===== config.mk =====
export PLATFORM = sky130hd
export DESIGN_NAME = vsaCore
export DESIGN_NICKNAME = d
export VERILOG_FILES = /design/src/rtl/vsaPkg.sv /design/src/rtl/vsaSequencer.sv /design/src/rtl/vsaRegFile.sv /design/src/rtl/vsaExecute.sv /design/src/rtl/vsaCore.sv
export SDC_FILE = /design/constraint.sdc
export NUM_CORES = 1
export LEC_CHECK = 0
export BUFFER_PORTS_ARGS = -buffer_cell sky130_fd_sc_hd__clkbuf_2
export CAP_MARGIN = 20
export CORE_MARGIN = 1
export CORE_UTILIZATION = 32
export DETAILED_ROUTE_END_ITERATION = 8
export HOLD_SLACK_MARGIN = 0.03
export SYNTH_ARGS = -nofsm -noshare
export SYNTH_HDL_FRONTEND = slang
export SYNTH_SLANG_ARGS = --single-unit

===== constraint.sdc =====
create_clock -name clock -period 4.95 [get_ports clock]
set_input_delay 0.2475 -clock clock [delete_from_list [all_inputs] [get_ports clock]]
set_output_delay 0.2475 -clock clock [all_outputs]
set_load 0.01 [all_outputs]

===== src/rtl/vsaPkg.sv =====
// shared types for the vsa16 core
// state, opcode and ALU function encodings
// instruction field and decode structs, field and immediate extraction
`default_nettype none

package vsaPkg;

    typedef logic [15:0] wordT;     // data or instruction word
    typedef logic [1:0]  regAddrT;  // register index, R0 reads zero

    // five-state sequence, one instruction per pass
    typedef enum logic [2:0] {
        stFetch     = 3'd0,
        stDecode    = 3'd1,
        stExecute   = 3'd2,
        stMemory    = 3'd3,
        stWriteBack = 3'd4
    } stateT;

    typedef enum logic [2:0] {
        opLw     = 3'd0,
        opSw     = 3'd1,
        opBeqz   = 3'd2,
        opAluReg = 3'd3,  // R-format, fun selects the operation
        opAddi   = 3'd4,
        opSubi   = 3'd5
    } opcodeT;

    typedef enum logic [6:0] {
        funAdd = 7'd0,
        funSub = 7'd1,
        funAnd = 7'd2,
        funOr  = 7'd3,
        funXor = 7'd4,
        funSrl = 7'd5   // logical right shift by one
    } aluFunT;

    typedef struct packed {
        opcodeT  opcode;
        regAddrT src1;
        regAddrT src2;  // also the I-format destination
        regAddrT dst;   // R-format destination
        wordT    imm;   // already sign extended
        aluFunT  fun;
    } instrFieldsT;

    typedef struct packed {
        logic memRef;     // LW or SW
        logic regRegAlu;
        logic regImmAlu;  // ADDI or SUBI
        logic branch;
        logic isLoad;
        logic isStore;
    } decodeT;

    // low 9 bits hold the immediate, bit 8 is its sign
    function automatic wordT immOf(wordT w);
        return {{8{w[8]}}, w[7:0]};
    endfunction

    // instruction bit 0 is the word's msb, fields run big-endian from there
    function automatic instrFieldsT fieldsOf(wordT w);
        instrFieldsT f;
        f.opcode = opcodeT'(w[15:13]);
        f.src1   = w[12:11];
        f.src2   = w[10:9];
        f.dst    = w[8:7];   // overlaps the immediate, format decides
        f.imm    = immOf(w);
        f.fun    = aluFunT'(w[6:0]);
        return f;
    endfunction

endpackage

`default_nettype wire


===== src/rtl/vsaSequencer.sv =====
// control sequencer of the vsa16 core
// state counter, PC and NPC, instruction register
// combinational field extraction and instruction class decode
`timescale 1ns/100ps
`default_nettype none

module vsaSequencer #(
    parameter int unsigned pcWidth = 12
) (
    input  wire                      clock,
    input  wire                      rstN,
    input  wire vsaPkg::wordT        instruction,   // from instruction memory, same cycle
    input  wire                      branchTaken,   // valid from memory state on
    input  wire [pcWidth-1:0]        branchTarget,
    output vsaPkg::stateT            state,
    output vsaPkg::instrFieldsT      fields,
    output vsaPkg::decodeT           decode,
    output logic [pcWidth-1:0]       pc,
    output logic [pcWidth-1:0]       npc
);

    vsaPkg::wordT  ir;          // instruction register
    vsaPkg::stateT nextState;

    // fixed five-step ring
    always_comb begin
        case (state)
            vsaPkg::stFetch:     nextState = vsaPkg::stDecode;
            vsaPkg::stDecode:    nextState = vsaPkg::stExecute;
            vsaPkg::stExecute:   nextState = vsaPkg::stMemory;
            vsaPkg::stMemory:    nextState = vsaPkg::stWriteBack;
            default:             nextState = vsaPkg::stFetch;  // write-back and unused codes
        endcase
    end

    always_ff @(posedge clock or negedge rstN) begin
        if (!rstN) begin
            state <= vsaPkg::stFetch;
        end else begin
            state <= nextState;
        end
    end

    // IR and NPC load as fetch ends
    always_ff @(posedge clock or negedge rstN) begin
        if (!rstN) begin
            ir  <= '0;
            npc <= '0;
        end else if (state == vsaPkg::stFetch) begin
            ir  <= instruction;
            npc <= pc + pcWidth'(2);   // halfword step
        end
    end

    // pc moves once per instruction, at the end of memory
    always_ff @(posedge clock or negedge rstN) begin
        if (!rstN) begin
            pc <= '0;
        end else if (state == vsaPkg::stMemory) begin
            if (branchTaken) begin
                pc <= branchTarget;   // taken BEQZ
            end else begin
                pc <= npc;
            end
        end
    end

    assign fields = vsaPkg::fieldsOf(ir);

    // instruction class flags
    always_comb begin
        decode           = '0;
        decode.isLoad    = fields.opcode == vsaPkg::opLw;
        decode.isStore   = fields.opcode == vsaPkg::opSw;
        decode.memRef    = decode.isLoad | decode.isStore;
        decode.regRegAlu = fields.opcode == vsaPkg::opAluReg;
        decode.regImmAlu = (fields.opcode == vsaPkg::opAddi)
                         | (fields.opcode == vsaPkg::opSubi);
        decode.branch    = fields.opcode == vsaPkg::opBeqz;
        // opcodes 6 and 7 leave every flag low, so they act as no-ops
    end

endmodule

`default_nettype wire


===== src/rtl/vsaRegFile.sv =====
// register file of the vsa16 core
// R1 to R3 storage with R0 reading zero, operand A/B capture
`timescale 1ns/100ps
`default_nettype none

module vsaRegFile (
    input  wire                       clock,
    input  wire                       rstN,
    input  wire vsaPkg::stateT        state,
    input  wire vsaPkg::instrFieldsT  fields,
    input  wire                       wbEn,
    input  wire vsaPkg::regAddrT      wbAddr,
    input  wire vsaPkg::wordT         wbData,
    output vsaPkg::wordT              opA,
    output vsaPkg::wordT              opB
);

    vsaPkg::wordT regs [1:3];   // no storage behind R0
    vsaPkg::wordT rdA;
    vsaPkg::wordT rdB;

    // read ports, zero unless a real register matches
    always_comb begin
        rdA = '0;
        rdB = '0;
        for (int i = 1; i < 4; i++) begin
            if (fields.src1 == 2'(i)) rdA = regs[i];
            if (fields.src2 == 2'(i)) rdB = regs[i];
        end
    end

    always_ff @(posedge clock or negedge rstN) begin
        if (!rstN) begin
            for (int i = 1; i < 4; i++) begin
                regs[i] <= '0;
            end
            opA <= '0;
            opB <= '0;
        end else begin
            if (state == vsaPkg::stDecode) begin
                opA <= rdA;   // held through execute, memory and write-back
                opB <= rdB;   // also the store data
            end
            if (state == vsaPkg::stWriteBack && wbEn && wbAddr != '0) begin
                regs[wbAddr] <= wbData;   // writes to R0 dropped here
            end
        end
    end

endmodule

`default_nettype wire


===== src/rtl/vsaExecute.sv =====
// execute unit of the vsa16 core
// ALU with address, immediate and branch target paths, zero condition
// load data register, write-back source and destination select, store strobe
`timescale 1ns/100ps
`default_nettype none

module vsaExecute #(
    parameter int unsigned pcWidth = 12
) (
    input  wire                       clock,
    input  wire                       rstN,
    input  wire vsaPkg::stateT        state,
    input  wire vsaPkg::instrFieldsT  fields,
    input  wire vsaPkg::decodeT       decode,
    input  wire [pcWidth-1:0]         npc,
    input  wire vsaPkg::wordT         opA,
    input  wire vsaPkg::wordT         opB,
    input  wire vsaPkg::wordT         dataIn,     // load data, sampled in memory
    output vsaPkg::wordT              aluOut,     // also the data address
    output logic                      branchTaken,
    output logic [pcWidth-1:0]        branchTarget,
    output logic                      wbEn,
    output vsaPkg::regAddrT           wbAddr,
    output vsaPkg::wordT              wbData,
    output logic                      wr
);

    logic         cond;      // opA was zero at execute
    vsaPkg::wordT lmd;       // load memory data
    vsaPkg::wordT aluNext;

    // one result per class, chosen by the decode flags
    always_comb begin
        aluNext = aluOut;   // unknown codes keep the old value
        if (decode.memRef) begin
            aluNext = opA + fields.imm;   // base plus offset
        end else if (decode.regRegAlu) begin
            case (fields.fun)
                vsaPkg::funAdd: aluNext = opA + opB;
                vsaPkg::funSub: aluNext = opA - opB;
                vsaPkg::funAnd: aluNext = opA & opB;
                vsaPkg::funOr:  aluNext = opA | opB;
                vsaPkg::funXor: aluNext = opA ^ opB;
                vsaPkg::funSrl: aluNext = {1'b0, opA[15:1]};
                default:        aluNext = aluOut;
            endcase
        end else if (decode.regImmAlu) begin
            if (fields.opcode == vsaPkg::opSubi) begin
                aluNext = opA - fields.imm;
            end else begin
                aluNext = opA + fields.imm;
            end
        end else if (decode.branch) begin
            // halfword offset from npc
            aluNext = vsaPkg::wordT'(npc) + {fields.imm[14:0], 1'b0};
        end
    end

    always_ff @(posedge clock or negedge rstN) begin
        if (!rstN) begin
            aluOut <= '0;
            cond   <= 1'b0;
        end else if (state == vsaPkg::stExecute) begin
            aluOut <= aluNext;
            if (decode.branch) begin
                cond <= opA == '0;   // BEQZ test
            end
        end
    end

    // load data captured as memory ends
    always_ff @(posedge clock or negedge rstN) begin
        if (!rstN) begin
            lmd <= '0;
        end else if (state == vsaPkg::stMemory && decode.isLoad) begin
            lmd <= dataIn;
        end
    end

    assign branchTaken  = cond & decode.branch;
    assign branchTarget = aluOut[pcWidth-1:0];   // upper bits dropped

    // write-back select, R0 filtering is left to the register file
    assign wbEn   = decode.regRegAlu | decode.regImmAlu | decode.isLoad;
    assign wbAddr = decode.regRegAlu ? fields.dst : fields.src2;
    assign wbData = decode.isLoad ? lmd : aluOut;

    assign wr = (state == vsaPkg::stMemory) & decode.isStore;   // one cycle per SW

endmodule

`default_nettype wire


===== src/rtl/vsaCore.sv =====
// top level of the vsa16 core
// sequencer, register file and execute unit wired to the memory ports
`timescale 1ns/100ps
`default_nettype none

module vsaCore #(
    parameter int unsigned pcWidth = 12
) (
    input  wire                  clock,
    input  wire                  rstN,
    output logic [pcWidth-1:0]   pc,            // instruction address
    input  wire vsaPkg::wordT    instruction,
    output vsaPkg::wordT         aluOut,        // data address
    input  wire vsaPkg::wordT    dataIn,
    output vsaPkg::wordT         dataOut,       // store data
    output logic                 wr             // store strobe
);

    vsaPkg::stateT       state;
    vsaPkg::instrFieldsT fields;
    vsaPkg::decodeT      decode;
    logic [pcWidth-1:0]  npc;
    logic [pcWidth-1:0]  branchTarget;
    logic                branchTaken;
    vsaPkg::wordT        opA;
    logic                wbEn;
    vsaPkg::regAddrT     wbAddr;
    vsaPkg::wordT        wbData;

    vsaSequencer #(.pcWidth(pcWidth)) u_vsaSequencer (
        .clock        (clock),
        .rstN         (rstN),
        .instruction  (instruction),
        .branchTaken  (branchTaken),
        .branchTarget (branchTarget),
        .state        (state),
        .fields       (fields),
        .decode       (decode),
        .pc           (pc),
        .npc          (npc)
    );

    // opB goes straight out as store data
    vsaRegFile u_vsaRegFile (
        .clock  (clock),
        .rstN   (rstN),
        .state  (state),
        .fields (fields),
        .wbEn   (wbEn),
        .wbAddr (wbAddr),
        .wbData (wbData),
        .opA    (opA),
        .opB    (dataOut)
    );

    vsaExecute #(.pcWidth(pcWidth)) u_vsaExecute (
        .clock        (clock),
        .rstN         (rstN),
        .state        (state),
        .fields       (fields),
        .decode       (decode),
        .npc          (npc),
        .opA          (opA),
        .opB          (dataOut),
        .dataIn       (dataIn),
        .aluOut       (aluOut),
        .branchTaken  (branchTaken),
        .branchTarget (branchTarget),
        .wbEn         (wbEn),
        .wbAddr       (wbAddr),
        .wbData       (wbData),
        .wr           (wr)
    );

endmodule

`default_nettype wire


# Word level (Yosys, flattened, before mapping)
# Cells that the tools add are included.
# W data, S select, Z words.
[word_totals] output_inout_bits=45 word_cells=82 ff_bits=156
[classes] add_sub_neg=6 n_reduce_logical=12 mux=19 eq_ne=21 n_bitwise=10 n_lt_le_gt_ge=2
[ops] operator="$mux W16" count=13
[ops] operator="$pmux W16 S6" count=1
[ops] operator="$bwmux W48" count=1
[ops] operator="$add A16 B16 Y16" count=2
[ops] operator="$demux W16 S2" count=1
[ops] operator="$sub A16 B16 Y16" count=2
[ops] operator="$and A16 B16 Y16" count=1
[ops] operator="$logic_not A16 Y1" count=1
[ops] operator="$or A16 B16 Y16" count=1
[ops] operator="$xor A16 B16 Y16" count=1
[ops] operator="$add A13 B10 Y14" count=1
[ops] operator="$eq A7 B2 Y1 const B" count=2
[ops] operator="$eq A7 B3 Y1 const B" count=2
[ops] operator="$add A12 B2 Y12 const B" count=1
[ops] operator="$eq A3 B2 Y1 const B" count=4
[ops] operator="$mux W12" count=1
[ops] operator="$pmux W3 S4" count=1
[ops] operator="$eq A3 B3 Y1 const B" count=3
[ops] operator="$eq A2 B2 Y1 const B" count=4
[ops] operator="$ne A8 B8 Y1 const B" count=1
[ops] operator="$eq A7 B1 Y1 const B" count=1
[ops] operator="$logic_not A7 Y1" count=1
[ops] operator="$eq A3 B1 Y1 const B" count=2
[ops] operator="$logic_not A3 Y1" count=2
[ops] operator="other kinds (12)" count=20

# Logic depth before layout (Yosys ltp)
[depth] ltp_word=8 depth_mapped=15 depth_no_buf=14

# Hierarchy
# Synthesis repeated with hierarchy kept, for this count alone.
[hier_totals] cells_unflattened=1295 area_unflattened_um2=12076.6
[by_module_without_submodules] module="vsaExecute" cells_each=793 n_inst=1 seq_area_each_um2=825.8 area_per_inst_um2=6389.9
[by_module_without_submodules] module="vsaRegFile" cells_each=286 n_inst=1 seq_area_each_um2=2001.9 area_per_inst_um2=3691.0
[by_module_without_submodules] module="vsaSequencer" cells_each=216 n_inst=1 seq_area_each_um2=1076.0 area_per_inst_um2=1995.7

# Worst setup path before layout
# No wires, ideal clock.
[synth_timing] path_type="reg-to-reg" start="register u_vsaSequencer.ir[3]" end="register u_vsaExecute.aluOut[14]" period_less_slack_ns=3.903 required_time_ns=4.824 path_buffers=2 path_stages_with_launch=16 arrival_time_ns=3.777 setup_slack_ns=1.047 path_cell_list="dfrtp_1 nor4_1 and4_1 clkbuf_1 clkbuf_1 a31oi_1 xnor2_1 ha_1 o21ai_0 a21oi_1 o41ai_1 a31o_2 o21ai_0 xor2_1 a211o_1 a221o_1"
[synth_between] elab_chain_len=5 word_cells_on_any_way=17 classes_between="add/sub: 3; eq/ne: 6; mux: 6; reduce/logical: 2"
[synth_rtl] element="from (decl)" line="vsaSequencer.sv:22" text="vsaPkg::wordT ir;"
[synth_rtl] element="from (signal assigned)" line="vsaSequencer.sv:50" text="ir <= instruction;"
[synth_rtl] element="$add A16 B16 Y16 (tied with other cells)" line="vsaExecute.sv:36, vsaExecute.sv:51"
[synth_rtl] element="$mux W16, on equally long branches" line="vsaExecute.sv:48, vsaExecute.sv:53"
[synth_rtl] element="$mux W16" line="vsaExecute.sv:47" text="end else if (decode.regImmAlu) begin"
[synth_rtl] element="$mux W16" line="vsaExecute.sv:37" text="end else if (decode.regRegAlu) begin"
[synth_rtl] element="$mux W16" line="vsaExecute.sv:35" text="if (decode.memRef) begin"
[synth_rtl] element="to (signal assigned)" line="vsaExecute.sv:64" text="aluOut <= aluNext;"
[synth_rtl] element="to (decl)" line="vsaExecute.sv:19" text="output vsaPkg::wordT aluOut,"
# Parallel ways exist; a longest one is shown, timed or not. The select of a mux whose other input is x is not followed.
# A chain may end at the register's enable or synchronous reset.

# Worst setup path after layout
# Ends and elaborated chain as after synthesis.

==> qor.csv <==
metric,value,unit
cell with the most instances after synthesis,dfrtp_1,
Fin Clk Skew,0.00830,ns
YS warnings,0,
fin nets,1493,
core area,34800,um2
Worst Path Max Fanout,7,
RR Startpoint,u_vsaSequencer.ir[3],
Die Area,36500,um2
"Data required, critical path",5.27,ns
syn nets,1436,
Clock Sink Count,156,
Die W,191,um
WL/cell,21.8,um
CTS Buffer Depth,2,
top cell type's share of synthesized area,0.342,
WHS Path Cells,2,
DRC,0,
post-synthesis cell area,11400,um2
Min-Delay Endpoint,u_vsaSequencer.ir[11],
CTS Buf Count,17,
Fin. Hold Viols,0,
DR vias/cell,5.69,
I/O Buffers,78,
Setup-failing EPs final,0,
row count,68,
DR WL met3,2.75,mm
slew of the pin with the lowest slew margin,0.860,ns
total track usage,0.224,
setup TNS,0,ns
worst min-delay path category,in -> reg,
post-synth top area cell,dfrtp_1,
CP Launch Type,flop,
share of cells above drive strength 1,0.159,
H-tree levels,4,
"Async S/R FF share, synth",1.00,
cell chain of the critical path,nor4_1 > buf_4 > and4_1 > mux2_2 > fa_1 > nand2b_1 > a21oi_1 > o41ai_1 > a31o_2 > o21ai_0 > xor2_1 > a211o_1 > a221o_1,
Tmin final,3.88,ns
Worst IR Drop VDD,0.182,mV
vias,10438,
top layer in use,met4,
Main synth FF type,dfrtp_1,
CTS tree,done,
initial antenna violation count,1,
RD Place Congestion,1.01,
"Clk Latency, worst-skew pair",0.44,ns
Detailed Routing Iterations Pass 1,5,
HPWL after DPL,29.8,mm
DRT iter0 DRCs,957,
metal2 WL,18.0,mm
initial core utilization,0.328,
Power Density,449,nW/um2
CP peak stage delay,0.42,ns
Yosys reg bits,156,
crit path max-delay cell type,dfrtp_1,
max frequency,0.258,GHz
PnR worst setup slack,1.07,ns
ranking of synthesized cells by area,"dfrtp_1, ha_1, mux2_2, o21ai_0, a21oi_1",
Post-synth top cells,"dfrtp_1, o21ai_0, nand2_1, nor2_1, a21oi_1",
filler cell count,3500,
postcts setup bufs,0,
status,finished clean,
area grow syn2layout,13.9,%
M1 wire length,17.5,mm
crit path buf inv count,1,
Tcrit/Tclk final,0.783,
total grt overflow,0,
DIE HEIGHT,191,um
Place WS,1.09,ns
Ports,79,
antenna-violating nets left,0,
"Data arrival, critical path",4.20,ns
Mapped Cells,1307,
Reg-to-Reg End,u_vsaExecute.aluOut[14],
cell family with most CP delay,compound AO/OA/AOI/OAI gates,
"Seq/Total Area, Yosys",0.342,
"Distinct cells, synth",73,
reg2reg setup slack,1.07,ns
final slew viol count,0,
R2R depth,13,
"EDFF count, synth",0,
Rel. slew slack,0.427,
RSZ-0062 raised after global routing,no,
WS Path Type,reg -> reg,
Syn Area/Cell,8.74,um2
Leakage,5.72,nW
max-cap viol count,0,
Worst-path clk slew,0.07,ns
crit path capture type,flop,
vias in the first global route,9936,
Hold Startpoint,instruction[11],
DRT Wirelength,39.9,mm
Root Driver,clkbuf_16,
pin count of the biggest net entering global routing,91,
first-pass GRT wire length,61.1,mm
==> sequential cells by signal, indices dropped and copies added (netlist names) <==
signal,flops
u_vsaExecute.cond,1
u_vsaRegFile.regs,48
u_vsaExecute.lmd,16
u_vsaSequencer.state,3
u_vsaRegFile.opA,16
u_vsaSequencer.ir,16
u_vsaSequencer.npc,12
u_vsaRegFile.opB,16
u_vsaExecute.aluOut,16
u_vsaSequencer.pc,12
==> power breakdown <==
group	internal (mW)	switching [mW]	total, mW
Sequential	1.57	0.499	2.07
Clock	0.746	0.589	1.34
Combinational	1.06	1.38	2.44
==> worst register-to-register path, stage by stage, from the launching register on <==
cell      delay, ns
dfrtp_1        0.42
nor4_1         0.28
buf_4          0.20
and4_1         0.26
mux2_2         0.38
fa_1           0.42
nand2b_1       0.19
a21oi_1        0.33
o41ai_1        0.15
a31o_2         0.24
o21ai_0        0.22
xor2_1         0.10
a211o_1        0.30
a221o_1        0.28
==> kinds of logic (layout without fill, tap and decap cells) <==
group | count (synthesis) | count (layout) | synth area share
AOI/OAI and AO/OA | 406 | 406 | 0.228
muxes | 98 | 98 | 0.0922
xor gates and xnor gates | 55 | 55 | 0.0422
adders and majority gates | 95 | 95 | 0.107
buffers and inverters | 150 | 220 | 0.0497
and+or+nand+nor | 347 | 347 | 0.140
other | 0 | 1 | 0
DFF | 156 | 156 | 0.342
==> metrics by stage <==
step | power, mW | util | area, um2 | std cells | hold slack [ns]
floorplan | 3.57 | - | 11400 | 1307 | -0.0481
global placement | 4.43 | 0.354 | 12300 | 1789 | 0.363
detailed placement | 4.46 | 0.354 | 12300 | 1790 | 0.379
CTS | 5.83 | 0.374 | 13000 | 1831 | 0.0305
global route | 6.22 | 0.374 | 13000 | 1832 | 0.0351
finish | 5.84 | 0.374 | 13000 | 1833 | 0.0348
==> placed cells by master, fill, tap and decap left out, types with 6 or more instances in the layout <==
master	count
a211oi_1	12
a21oi_1	103
a221oi_1	14
a22oi_1	34
a2bb2oi_1	6
a31oi_1	10
buf_4	28
clkbuf_16	17
clkbuf_2	77
dfrtp_1	156
dlygate4sd3_1	9
ha_1	91
inv_1	71
mux2_2	58
mux2i_1	40
nand2_1	120
nand2b_1	15
nand3_1	18
nand4_1	7
nor2_1	105
nor2b_1	12
nor3_1	18
nor4_1	12
o211ai_1	13
o21a_1	15
o21ai_0	120
o221ai_1	6
o31ai_1	8
or2_2	6
xnor2_1	39
xor2_1	16
==> layer usage <==
layer  track usage  up-vias
met5             0        -
met4         0.106        0
met3        0.0487       87
met2         0.345      380
met1         0.297     5127
li1              -     4844
==> worst max-delay path by stage <==
stage                               startpoint                       to  slack (ns)  depth (start not counted)
final                     u_vsaSequencer.ir[3]  u_vsaExecute.aluOut[14]        1.07                         13
after detailed placement  u_vsaSequencer.ir[3]  u_vsaExecute.aluOut[14]        1.09                         13
after global routing      u_vsaSequencer.ir[3]  u_vsaExecute.aluOut[14]        0.82                         13
after floorplan           u_vsaSequencer.ir[3]  u_vsaExecute.aluOut[14]        1.05                         15
after global placement    u_vsaSequencer.ir[3]  u_vsaExecute.aluOut[14]        1.20                         13
after CTS                 u_vsaSequencer.ir[3]  u_vsaExecute.aluOut[14]        1.07                         13
==> repair_timing <==
action / in CTS / in global routing
endpoints found under the hold margin: 96 / 0
resized for setup: 0 / 0
hold buffers: 9 / 0
==> layout make-up <==
type                       count  area, um2  share of cell area
tap                          455        569              0.0437
antenna                        1       2.50            0.000192
multi-input combinational   1001       6970               0.536
inverter                      72        270              0.0208
clock inverter                12        125             0.00961
clock buffer                  20        467              0.0359
sequential                   156       3900               0.300
timing repair buffer         116        707              0.0543
Note: power is estimated with default switching activity, not from simulation.
